## config.mk

```make
export PLATFORM = sky130hd
export DESIGN_NAME = bus_bridge
export DESIGN_NICKNAME = d
export VERILOG_FILES = /design/src/design/spi_bus_pkg.sv /design/src/design/bus_bridge.sv
export SDC_FILE = /design/constraint.sdc
export NUM_CORES = 1
export LEC_CHECK = 0
export CAP_MARGIN = 20
export CORE_AREA = 5 5 42 44
export CTS_CLUSTER_SIZE = 28
export DETAILED_ROUTE_END_ITERATION = 12
export DIE_AREA = 0 0 47 49
export DONT_BUFFER_PORTS = 1
export HOLD_SLACK_MARGIN = 0.08
export SYNTH_ARGS = -nofsm -noshare
export SYNTH_HDL_FRONTEND = slang
export SYNTH_SLANG_ARGS = --single-unit
```

## constraint.sdc

```tcl
create_clock -name spi_cs_ni -period 1.25 [get_ports spi_cs_ni]
set_input_delay 0.3125 -clock spi_cs_ni [delete_from_list [all_inputs] [get_ports spi_cs_ni]]
set_output_delay 0.3125 -clock spi_cs_ni [all_outputs]
set_load 0.05 [all_outputs]
```

## src/design/spi_bus_pkg.sv

```systemverilog
/*
  Shared definitions for the SPI to memory bridge.
  Command byte bit positions, the protocol address width and the
  command struct passed from the SPI side decoder to the system side bridge.
  Modules take what they need through a wildcard import in their header.
*/

`default_nettype none

package spi_bus_pkg;

    // Protocol address is 17 bits wide, A16 travels in the command byte
    localparam int spi_addr_w = 17;

    // Command byte layout
    localparam int cmd_rd_bit   = 7;  // 1 = read, 0 = write
    localparam int cmd_addr_bit = 6;  // Two address bytes follow
    localparam int cmd_a16_bit  = 0;  // Address bit 16

    // Decoded command, held stable while the valid level is high
    typedef struct packed {
        logic                  rd;    // Direction of the access
        logic [spi_addr_w-1:0] addr;  // Full protocol address
        logic [7:0]            data;  // Write data, unused for reads
    } spi_cmd_t;

endpackage

`default_nettype wire

```

## src/design/bus_bridge.sv

```systemverilog
/*
  System side of the SPI bridge.
  Brings the command valid level across with two flops, detects its rise
  and performs one memory access for it. Writes strobe the memory once.
  Reads capture the registered memory data into rd_byte_o, which the
  SPI side sends as the first byte of the next transaction.
*/

`default_nettype none

module bus_bridge import spi_bus_pkg::*; #(
    parameter int ADDR_W = 12                 // Memory address width
) (
    input  wire logic              spi_cs_ni,   // System clock
    input  wire logic              spi_sck_i,   // System reset, active high
    input  wire spi_cmd_t          cmd_i,       // From the SPI domain, stable while valid
    input  wire logic              cmd_valid_i,
    output logic      [ADDR_W-1:0] ram_addr_o,
    output logic                   ram_we_o,
    output logic      [7:0]        ram_wdata_o,
    input  wire logic [7:0]        ram_rdata_i,
    output logic      [7:0]        rd_byte_o     // Read result for the next transaction
);

    logic valid_meta;  // First synchronizer stage
    logic valid_sync;
    logic valid_prev;  // For edge detection
    logic cmd_rise;    // One cycle at each new command
    logic rd_pend;     // Memory data for a read arrives this cycle

    always_ff @(posedge spi_cs_ni or posedge spi_sck_i) begin
        if (spi_sck_i) begin
            valid_meta <= 1'b0;
            valid_sync <= 1'b0;
            valid_prev <= 1'b0;
            rd_pend    <= 1'b0;
            rd_byte_o  <= 8'h00;
        end else begin
            valid_meta <= cmd_valid_i;
            valid_sync <= valid_meta;
            valid_prev <= valid_sync;
            rd_pend    <= cmd_rise & cmd_i.rd;  // Memory registers the read data first
            if (rd_pend) begin
                rd_byte_o <= ram_rdata_i;       // Held until the next read
            end
        end
    end

    assign cmd_rise = valid_sync & ~valid_prev;

    // Command is settled by the time the level has crossed over
    assign ram_addr_o  = cmd_i.addr[ADDR_W-1:0];  // Upper bits alias
    assign ram_wdata_o = cmd_i.data;
    assign ram_we_o    = cmd_rise & ~cmd_i.rd;

    // One strobe per transaction
    a_we_single : assert property (@(posedge spi_cs_ni) disable iff (spi_sck_i)
        ram_we_o |=> !ram_we_o)
        else $error("Write strobe held for two cycles");

endmodule

`default_nettype wire

```

==> flow_summary.json <==
{
  "outcome": "complete, but fails checks",
  "violations": "setup timing",
  "synth_edf_count": 0,
  "design_area_um2": 616,
  "wl_mm": 1.11,
  "ios": 66,
  "worstPathArrival_ns": 1.05,
  "cts_buffers": 3,
  "peakVddDrop_mv": 0.869,
  "synth_common_cells": "buf_4 (20), dfrtp_1 (12), mux2_4 (8)",
  "syn_nets": 81,
  "drive_gt1_share_pct": 59.0,
  "die_y_um": 49,
  "cts_resized": 0,
  "grt_max_degree": 13,
  "ys_warn_count": 0,
  "ys_seq_area_share_pct": 49.9,
  "grt_use_met2_pct": 12.7,
  "grt_busiest_layer": "met2",
  "drt-vias-per-instance": 5.16,
  "syn_area_per_cell_um2": 13.7,
  "gr-usage-met1_pct": 8.28,
  "io_buffers": 0,
  "grt-ovfl-total": 0,
  "fin_setup_tns_ns": -0.115,
  "setup_viol": 1,
  "p_per_area_nw_per_um2": 1870,
  "grt_first_pass_wirelength_mm": 1.58,
  "p_leak_nw": 0.300,
  "path_class": "flip-flop to output port",
  "fin_ws_ns": -0.115,
  "firstDrtPassIters": 1,
  "critPathMaxFanout": 2,
  "ys_top_cells_by_area": "dfrtp_1 (50%), buf_4 (25%), mux2_4 (20%)",
  "use_met3_pct": 11.8,
  "yosys.area.top_type": "dfrtp_1",
  "synth-seq-cells": 12,
  "num_antenna_cells": 0,
  "yosysTopAreaCellShare_pct": 49.9,
  "rows": 14,
  "drc": 0,
  "critPathCaptureType": "output port",
  "ys.flop_type": "dfrtp_1",
  "antenna_found_initial": 0,
  "wl_per_cell_um": 20.2,
  "clock_latency_ns": 0.27,
  "relSlewSlack_pct": 71.5,
  "period_needed_ns": 1.36,
  "cts.path.max_buffers": 2,
  "hold_class": "input port to flip-flop",
  "ys_types": 7,
  "grt_usage_pct": 9.93,
  "worstPathRequired_ns": 0.94,
  "hold_viol": 0,
  "syn_to_final_growth_pct": 2.29,
  "start_util_pct": 42.9,
  "synth_area_um2": 602,
  "cap_violations": 0,
  "dpl.hpwl_um": 837,
  "die_w_um": 47,
  "cts_tree": "built",
  "drt_iter0_markers": 0,
  "postSynthCellCount": 44,
  "first_global_vias": 322,
  "cts_root_buf": "clkbuf_4",
  "num_vias": 284,
  "fp.coreArea_um2": 1400,
  "place.gp.congestion": 0.659,
  "clkTransAtPathRegs_ns": 0.08,
  "dieArea_um2": 2300,
  "max_freq_ghz": 0.733,
  "ant_nets": 0,
  "rsz0062_at_grt": "true",
  "worst_slew_pin_slew_ns": 0.427,
  "slew_viol_final": 0,
  "async_flop_share_pct": 100,
  "nNetsFinal": 77,
  "finalCritPeriodShare_pct": 109,
  "fin_skew_ns": 0.00630,
  "worstSetupStartpointType": "flip-flop",
  "synth_most_common_cell": "buf_4",
  "cts.sinks": 12,
  "dpl_cell_area_um2": 559,
  "h-tree-depth": 1
}
[path summary, 6_finish.rpt]
path / from / to / slack (ns) / cells after the start
max: valid_prev / ram_we_o / -0.11 / 2
min: ram_rdata_i[3] / rd_byte_o[3] / 0.19 / 1
max reg2reg: rd_pend / rd_byte_o[1] / 0.28 / 2
min reg2reg: valid_meta / valid_sync / 0.36 / 0
max in group asynchronous: spi_sck_i / rd_pend / 0.48 / 2
min in group asynchronous: spi_sck_i / rd_byte_o[7] / 0.47 / 2
[area by class of cell]
class | instances | area [µm²]
flip-flops and latches | 12 | 300
fillers | 146 | 786
well taps | 16 | 20.0
multi-input cells | 10 | 148
repair buffers | 12 | 108
inverters | 1 | 3.75
clock buffers | 4 | 36.3
[kinds of logic (layout without fill, tap and decap cells)]
| kind of cell | count (synthesis) | in the layout | synth area share (%) |
|---|---|---|---|
| buf+inv | 22 | 17 | 27.4 |
| mux | 8 | 8 | 20.0 |
| simple gates | 2 | 2 | 2.70 |
| flops | 12 | 12 | 49.9 |
[through the flow]
step / util, % / hold WS (ns) / power, mW / std cells / setup slack [ns]
floorplan: - / 0.177 / 0.920 / 44 / 0.0489
global placement: 39.9 / 0.211 / 0.845 / 49 / 0.166
detailed placement: 39.9 / 0.234 / 0.854 / 49 / 0.153
CTS: 43.9 / 0.178 / 1.17 / 55 / -0.135
global route: 43.9 / 0.168 / 1.21 / 55 / -0.165
finish: 43.9 / 0.187 / 1.15 / 55 / -0.115
[critical path: stages, from the launching register on]
cell     delay, ns
dfrtp_1       0.41
nor3b_4       0.21
buf_12        0.16
[timing repair]
action | 4_1_cts | 5_1_grt
setup buffers | 0 | 0
endpoints found under the hold margin | 13 | 0
setup endpoints to repair | 1 | 1
pin swaps | 1 | 0
hold buffers | 2 | 0
[flip-flops by register name, summed over array words and instances (netlist names)]
name / count
rd_byte_o: 8
valid_meta: 1
valid_sync: 1
rd_pend: 1
valid_prev: 1
[layer usage]
layer  vias up  routed length [µm]  share of wire, %
li1        109                   -                 -
met1       129                 340                31
met2        30                 438                39
met3        16                 254                23
met4         0                  76               6.9
met5         -                   0                 0
[power breakdown]
group	internal, mW	switching (mW)
Clock	0.177	0.124
Combinational	0.142	0.232
Sequential	0.443	0.0326
[cells in the final DEF, fill, tap and decap left out]
cell type | Yosys | layout
and3b_1 | 1 | 1
buf_12 | 0 | 1
buf_4 | 20 | 9
clkbuf_4 | 0 | 3
clkbuf_8 | 0 | 1
dfrtp_1 | 12 | 12
dlygate4sd3_1 | 0 | 2
inv_1 | 1 | 1
mux2_4 | 8 | 8
nor3b_4 | 0 | 1
Note: power is estimated with default switching activity, not from simulation.
