==> src/design/spi_bus_pkg.sv <==
/*
  Shared definitions for the SPI to memory bridge.
  Command byte bit positions, the protocol address width and the
  command struct passed from the SPI side decoder to the system side bridge.
  Modules take what they need through a wildcard import in their header.
*/

`default_nettype none

package spi_bus_pkg;

    // Protocol address is 17 bits wide, A16 travels in the command byte
    localparam int spi_addr_w = 17;

    // Command byte layout
    localparam int cmd_rd_bit   = 7;  // 1 = read, 0 = write
    localparam int cmd_addr_bit = 6;  // Two address bytes follow
    localparam int cmd_a16_bit  = 0;  // Address bit 16

    // Decoded command, held stable while the valid level is high
    typedef struct packed {
        logic                  rd;    // Direction of the access
        logic [spi_addr_w-1:0] addr;  // Full protocol address
        logic [7:0]            data;  // Write data, unused for reads
    } spi_cmd_t;

endpackage

`default_nettype wire

==> src/design/spi_byte.sv <==
/*
  SPI mode 0 byte shifter.
  Samples the incoming bit on the rising serial clock and drives the outgoing
  bit on the falling edge. Serial select high clears the bit counter.
  tx_byte_i is presented at select fall and reloaded at the start of each byte.
*/

`default_nettype none

module spi_byte (
    input  wire logic       ser_clk_i,   // Serial clock, idles low
    input  wire logic       ser_sel_ni,  // Select, high clears the shifter
    input  wire logic       ser_pico_i,
    output logic            ser_poci_o,
    input  wire logic [7:0] tx_byte_i,   // Byte to send, stable during a transaction
    output logic      [7:0] rx_byte_o,   // Received bits including the one on the line
    output logic            byte_end_o   // Last bit of a byte is on the line
);

    logic [2:0] bit_cnt;  // Bits already shifted in this byte
    logic [6:0] rx_q;     // Earlier bits of the current byte
    logic [7:0] tx_q;     // Bit 7 is on the line once shifting has started
    logic       tx_run;   // First falling edge seen

    // Bit counter, wraps every eight rising edges
    always_ff @(posedge ser_clk_i or posedge ser_sel_ni) begin
        if (ser_sel_ni) begin
            bit_cnt <= 3'd0;
        end else begin
            bit_cnt <= bit_cnt + 3'd1;
        end
    end

    always_ff @(posedge ser_clk_i) begin
        rx_q <= {rx_q[5:0], ser_pico_i};
    end

    // Newest bit taken straight from the pin so the byte is whole at the 8th rising edge
    assign rx_byte_o  = {rx_q, ser_pico_i};
    assign byte_end_o = (bit_cnt == 3'd7);

    always_ff @(negedge ser_clk_i or posedge ser_sel_ni) begin
        if (ser_sel_ni) begin
            tx_run <= 1'b0;
        end else begin
            tx_run <= 1'b1;
        end
    end

    always_ff @(negedge ser_clk_i) begin
        if (!tx_run) begin
            tx_q <= {tx_byte_i[6:0], 1'b0};  // MSB already went out since select fell
        end else if (bit_cnt == 3'd0) begin
            tx_q <= tx_byte_i;               // Falling edge that starts a new byte
        end else begin
            tx_q <= {tx_q[6:0], 1'b0};
        end
    end

    // Before the first falling edge the MSB comes straight from tx_byte_i
    assign ser_poci_o = tx_run ? tx_q[7] : tx_byte_i[7];

    // Mode 0 needs the clock idle low when a transaction opens
    a_sck_low_at_sel : assert property (@(negedge ser_sel_ni) !ser_clk_i)
        else $error("Serial clock high at select fall");

endmodule

`default_nettype wire

==> src/design/spi_cmd_decoder.sv <==
/*
  SPI command decoder.
  Steps a small FSM on every completed byte. Gathers direction, write data
  and address into a command struct and raises the valid level once the
  last argument byte is in. Select high returns the FSM to the command state.
  The address survives select so a command without one uses the last plus one.
*/

`default_nettype none

module spi_cmd_decoder import spi_bus_pkg::*; (
    input  wire logic       ser_clk_i,
    input  wire logic       ser_sel_ni,
    input  wire logic       ser_pico_i,
    output logic            ser_poci_o,
    input  wire logic [7:0] tx_byte_i,   // First byte returned to the controller
    output spi_cmd_t        cmd_o,       // Stable while cmd_valid_o is high
    output logic            cmd_valid_o  // Held until select rises
);

    // Bit 2 alone marks the valid state so the level never glitches
    typedef enum logic [2:0] {
        ST_CMD     = 3'b000,
        ST_DATA    = 3'b001,
        ST_ADDR_HI = 3'b010,
        ST_ADDR_LO = 3'b011,
        ST_VALID   = 3'b100
    } dec_state_e;

    dec_state_e state;
    dec_state_e state_d;

    logic [7:0] rx_byte;
    logic       byte_end;
    logic       addr_follows;  // Address bytes expected after the data byte
    logic       addr_a16;      // A16 from the command byte
    logic [7:0] addr_hi;       // Upper address byte awaiting the low byte

    spi_byte u_byte (
        .ser_clk_i  (ser_clk_i),
        .ser_sel_ni (ser_sel_ni),
        .ser_pico_i (ser_pico_i),
        .ser_poci_o (ser_poci_o),
        .tx_byte_i  (tx_byte_i),
        .rx_byte_o  (rx_byte),
        .byte_end_o (byte_end)
    );

    always_comb begin
        state_d = state;
        if (byte_end) begin
            case (state)
                ST_CMD: begin
                    casez ({rx_byte[cmd_rd_bit], rx_byte[cmd_addr_bit]})
                        2'b0?:   state_d = ST_DATA;     // Write, data byte next
                        2'b11:   state_d = ST_ADDR_HI;  // Read with address
                        default: state_d = ST_VALID;    // Read of next address
                    endcase
                end
                ST_DATA:    state_d = addr_follows ? ST_ADDR_HI : ST_VALID;
                ST_ADDR_HI: state_d = ST_ADDR_LO;
                ST_ADDR_LO: state_d = ST_VALID;
                default:    state_d = ST_VALID;  // Extra bytes are ignored
            endcase
        end
    end

    always_ff @(posedge ser_clk_i or posedge ser_sel_ni) begin
        if (ser_sel_ni) begin
            state <= ST_CMD;
        end else begin
            state <= state_d;
        end
    end

    assign cmd_valid_o = state[2];

    // Command fields. The address only changes on entry to valid,
    // so a transaction cut short leaves it alone
    always_ff @(posedge ser_clk_i) begin
        if (byte_end) begin
            case (state)
                ST_CMD: begin
                    cmd_o.rd     <= rx_byte[cmd_rd_bit];
                    addr_follows <= rx_byte[cmd_addr_bit];
                    addr_a16     <= rx_byte[cmd_a16_bit];
                    if (rx_byte[cmd_rd_bit] && !rx_byte[cmd_addr_bit]) begin
                        cmd_o.addr <= cmd_o.addr + spi_addr_w'(1);
                    end
                end
                ST_DATA: begin
                    cmd_o.data <= rx_byte;
                    if (!addr_follows) begin
                        cmd_o.addr <= cmd_o.addr + spi_addr_w'(1);  // Wraps at 2^17
                    end
                end
                ST_ADDR_HI: addr_hi <= rx_byte;
                ST_ADDR_LO: cmd_o.addr <= {addr_a16, addr_hi, rx_byte};
                default: ;
            endcase
        end
    end

    // The bridge samples cmd_o at an unrelated time after the valid level crosses over
    a_cmd_stable : assert property (@(posedge ser_clk_i) disable iff (ser_sel_ni)
        cmd_valid_o |=> $stable(cmd_o))
        else $error("Command changed while valid");

endmodule

`default_nettype wire

==> config.mk <==
export PLATFORM = sky130hd
export DESIGN_NAME = spi_cmd_decoder
export DESIGN_NICKNAME = d
export VERILOG_FILES = /design/src/design/spi_bus_pkg.sv /design/src/design/spi_byte.sv /design/src/design/spi_cmd_decoder.sv
export SDC_FILE = /design/constraint.sdc
export NUM_CORES = 1
export LEC_CHECK = 0
export BUFFER_PORTS_ARGS = -buffer_cell sky130_fd_sc_hd__buf_4
export CAP_MARGIN = 10
export CORE_MARGIN = 1
export CORE_UTILIZATION = 32
export DETAILED_ROUTE_END_ITERATION = 8
export GPL_TIMING_DRIVEN = 0
export HOLD_SLACK_MARGIN = 0.05
export PLACE_DENSITY = 0.54
export SYNTH_ARGS = -nofsm -noshare
export SYNTH_HDL_FRONTEND = slang
export SYNTH_HIERARCHICAL = 1
export SYNTH_SLANG_ARGS = --single-unit
==> constraint.sdc <==
create_clock -name ser_clk_i -period 4.5 [get_ports ser_clk_i]
set_input_delay 0.9 -clock ser_clk_i [delete_from_list [all_inputs] [get_ports ser_clk_i]]
set_output_delay 0.9 -clock ser_clk_i [all_outputs]
set_load 0.01 [all_outputs]
==> run_results.csv <==
group,metric,value,unit
detailed_routing,vias_per_cell,4.61,
timing,setup_ws,0.0522,ns
pwr,leakage,1.19,nW
synth,synthesis.nets,217,
grt,grt_use_met3,4.71,%
detailed_routing,antenna_left,0,
finish,antenna_cells,0,
critical_path,cp-start-kind,"flip-flop",
detailed_routing,vias,1682,
clocking,cts.clk_slew.worst_paths,0.07,ns
synth,yosysWarnings,6,
critical_path,cp_max_fo,2,
critical_path,crit_arrival,3.55,ns
timing,tightest_slew,1.14,ns
placement,finalWeightedCongestion,0.716,
critical_path,startpoint,"u_byte/tx_run$_DFF_NP0_",
synth,synth_cells,202,
critical_path,endpoint_kind,"primary output",
die,dieArea,8190,um^2
placement,place_inst,340,
grt,antenna_found_initial,0,
critical_path,cp.required,3.60,ns
hold_path,hp-start,"u_byte/rx_q[4]$_DFF_P_",
grt,gr-max-usage-layer,"met2",
clocking,clk_latency,0.38,ns
clocking,tritoncts,"built",
detailed_routing,routedWlPerCell,13.6,um
clocking,clock_path_buffers,2,
grt,grt-ovfl-total,0,
die,start_util,33.8,%
grt,grt_use_met2,19.9,%
flow_run,max_cap_viol_count,0,
grt,grt_pass1_wl,8350,um
timing,whs,0.390,ns
die,die_h,90.5,um
timing,hold_viol_final,0,
detailed_routing,drt_pass1_iterations,4,
synth,synth_edf_count,36,
synth,mappedNetlistArea,2500,um^2
grt,met1_usage,17.4,%
die,die_x,90.5,um
timing,setup-tns-final,0,ns
pwr,power,0.00107,W
placement,portBuffers,38,
placement,hpwl,3460,um
grt,first_global_vias,1706,
finish,fin_cells,365,
die,ios,39,
timing,slew_violations,0,
clocking,cts_root_buffer,"clkbuf_8",
placement,detailedPlace.worstSlack,0.205,ns
detailed_routing,route.detailed.drc,0,
grt,track_usage,13.3,%
synth,synth.distinct_cells,39,
finish,drive_gt1_share,28.2,%
timing,setup_viol,0,
critical_path,r2r-start,"u_byte/bit_cnt[0]$_DFF_PP0_",
clocking,cts_buffers,9,
pwr,peakVddDrop,0.166,mV
die,fp-row-count,31,
grt,grt_start_max_net_pins,15,
timing,max-slew-margin-rel,23.8,%
finish,final_nets,276,
clocking,cts_sinks,58,
synth,syn_avg_cell_area,12.4,um^2
die,core-area,7410,um^2
synth,async_reset_ff_share,12.1,%
synth,ys_ff_latch,58,
detailed_routing,postRouteWirelength,4960,um
finish,area_delta_synth_final,26.2,%
pwr,power_density,340,nW/um^2
timing,grt_setup_unrepaired,"no",
critical_path,crit_type,"flip-flop to primary output",
critical_path,ff2ff_setup_slack,1.00,ns
status,status,"completed",
clocking,cts-htree-levels,3,
synth,yosysSeqAreaShare,62.1,%
hold_path,hold_path.class,"flip-flop to flip-flop",
detailed_routing,drt_iter0_drc,38,
timing,skew,0.0612,ns
synth,synthFlopType,"edfxtp_1",
## where the power goes
part	leakage [nW]	total [W]	switching [W]	internal (W)
Clock	0.136	0.000461	0.000234	0.000228
Sequential	0.536	0.000580	0.00000731	0.000573
Combinational	0.518	0.0000331	0.0000147	0.0000184
## stage by stage
stage	cell area, um^2	util [%]
6_report	3160	42.7
5_1_grt	3160	42.7
4_1_cts	3160	42.7
3_5_place_dp	2930	39.6
3_3_place_gp	2910	39.3
2_1_floorplan	2500	-
## worst paths after layout
path / cells after the start / to
max in group asynchronous: 2 / u_byte/tx_run$_DFF_NP0_
worst max-delay path: 3 / ser_poci_o
worst min-delay path: 0 / u_byte/rx_q[5]$_DFF_P_
worst min register to register: 0 / u_byte/rx_q[5]$_DFF_P_
worst max register to register: 6 / u_byte/tx_q[0]$_SDFF_NN0_
min in group asynchronous: 2 / state[2]$_DFFE_PP0P_
## repair_timing
action                     CTS  global route
setup endpoints to repair    1             0
hold buffers                 0             0
gates resized for setup      2             0
setup buffers                2             0
## cell usage after synthesis (all sizes together), types with 2 or more instances
cell | instances | area, um^2
inv | 8 | 30.0
nand2 | 12 | 45.0
nor3b | 3 | 22.5
clkbuf | 5 | 18.8
nor2 | 21 | 78.8
nand3 | 5 | 30.0
nor3 | 6 | 30.0
o211ai | 7 | 57.6
nand4b | 7 | 61.3
nor4 | 4 | 50.1
ha | 4 | 50.1
mux2 | 2 | 22.5
a21oi | 17 | 88.8
nand4 | 4 | 61.3
edfxtp | 36 | 1080
buf | 5 | 40.0
nand2b | 10 | 62.6
xnor2 | 14 | 123
dfrtp | 6 | 150
dfxtp | 15 | 300
## routing by layer
layer,vias up,part of all wire (%)
li1,844,-
met1,795,48
met2,35,47
met3,8,4.4
met4,0,1.3
met5,-,0
## critical path, cell delays in order, from the launching register on
cell,delay [ns]
dfrtn_1,0.42
buf_6,0.10
mux2_2,0.31
buf_4,0.14
## cell type report
cell class / count / area [um^2]
inverter: 7 / 26.3
multi-input combinational: 126 / 862
clock inverter: 14 / 75.1
buffer: 10 / 65.1
clock buffer: 10 / 138
fill: 707 / 4250
timing repair buffer: 41 / 315
sequential: 58 / 1560
tap: 99 / 124
## kinds of logic (layout without fill, tap and decap cells)
group / after synthesis / count (layout) / synth area share, %
compound gates: 29 / 29 / 7.29
xor+xnor: 15 / 15 / 5.24
fa+ha+maj: 4 / 4 / 2.00
buf+inv: 18 / 82 / 3.55
flops: 58 / 58 / 62.1
mux: 2 / 2 / 0.899
other cells: 1 / 1 / 0.150
simple gates: 75 / 75 / 18.7
## layout by cell type (no fill, tap or decap), types with 2 or more instances in the layout
cell / count
a21oi_1: 16
buf_4: 41
buf_6: 3
clkbuf_1: 5
clkbuf_8: 10
dfrtp_1: 6
dfxtp_1: 15
edfxtp_1: 36
ha_1: 4
inv_1: 15
inv_6: 2
nand2_1: 12
nand2b_1: 10
nand3_1: 4
nand4_4: 2
nand4b_1: 7
nor2_1: 20
nor3_1: 6
nor3b_1: 3
nor4_2: 4
o211ai_1: 6
xnor2_1: 14
## state kept, by name (all words and copies together), names as in the netlist
| name | flops |
|---|---|
| u_byte/tx_run | 1 |
| addr_hi | 8 |
| u_byte/bit_cnt | 3 |
| u_byte/rx_q | 7 |
| u_byte/tx_q | 8 |
| addr_a16 | 1 |
| cmd_o | 26 |
| state | 3 |
| addr_follows | 1 |
Note: power is estimated with default switching activity, not from simulation.
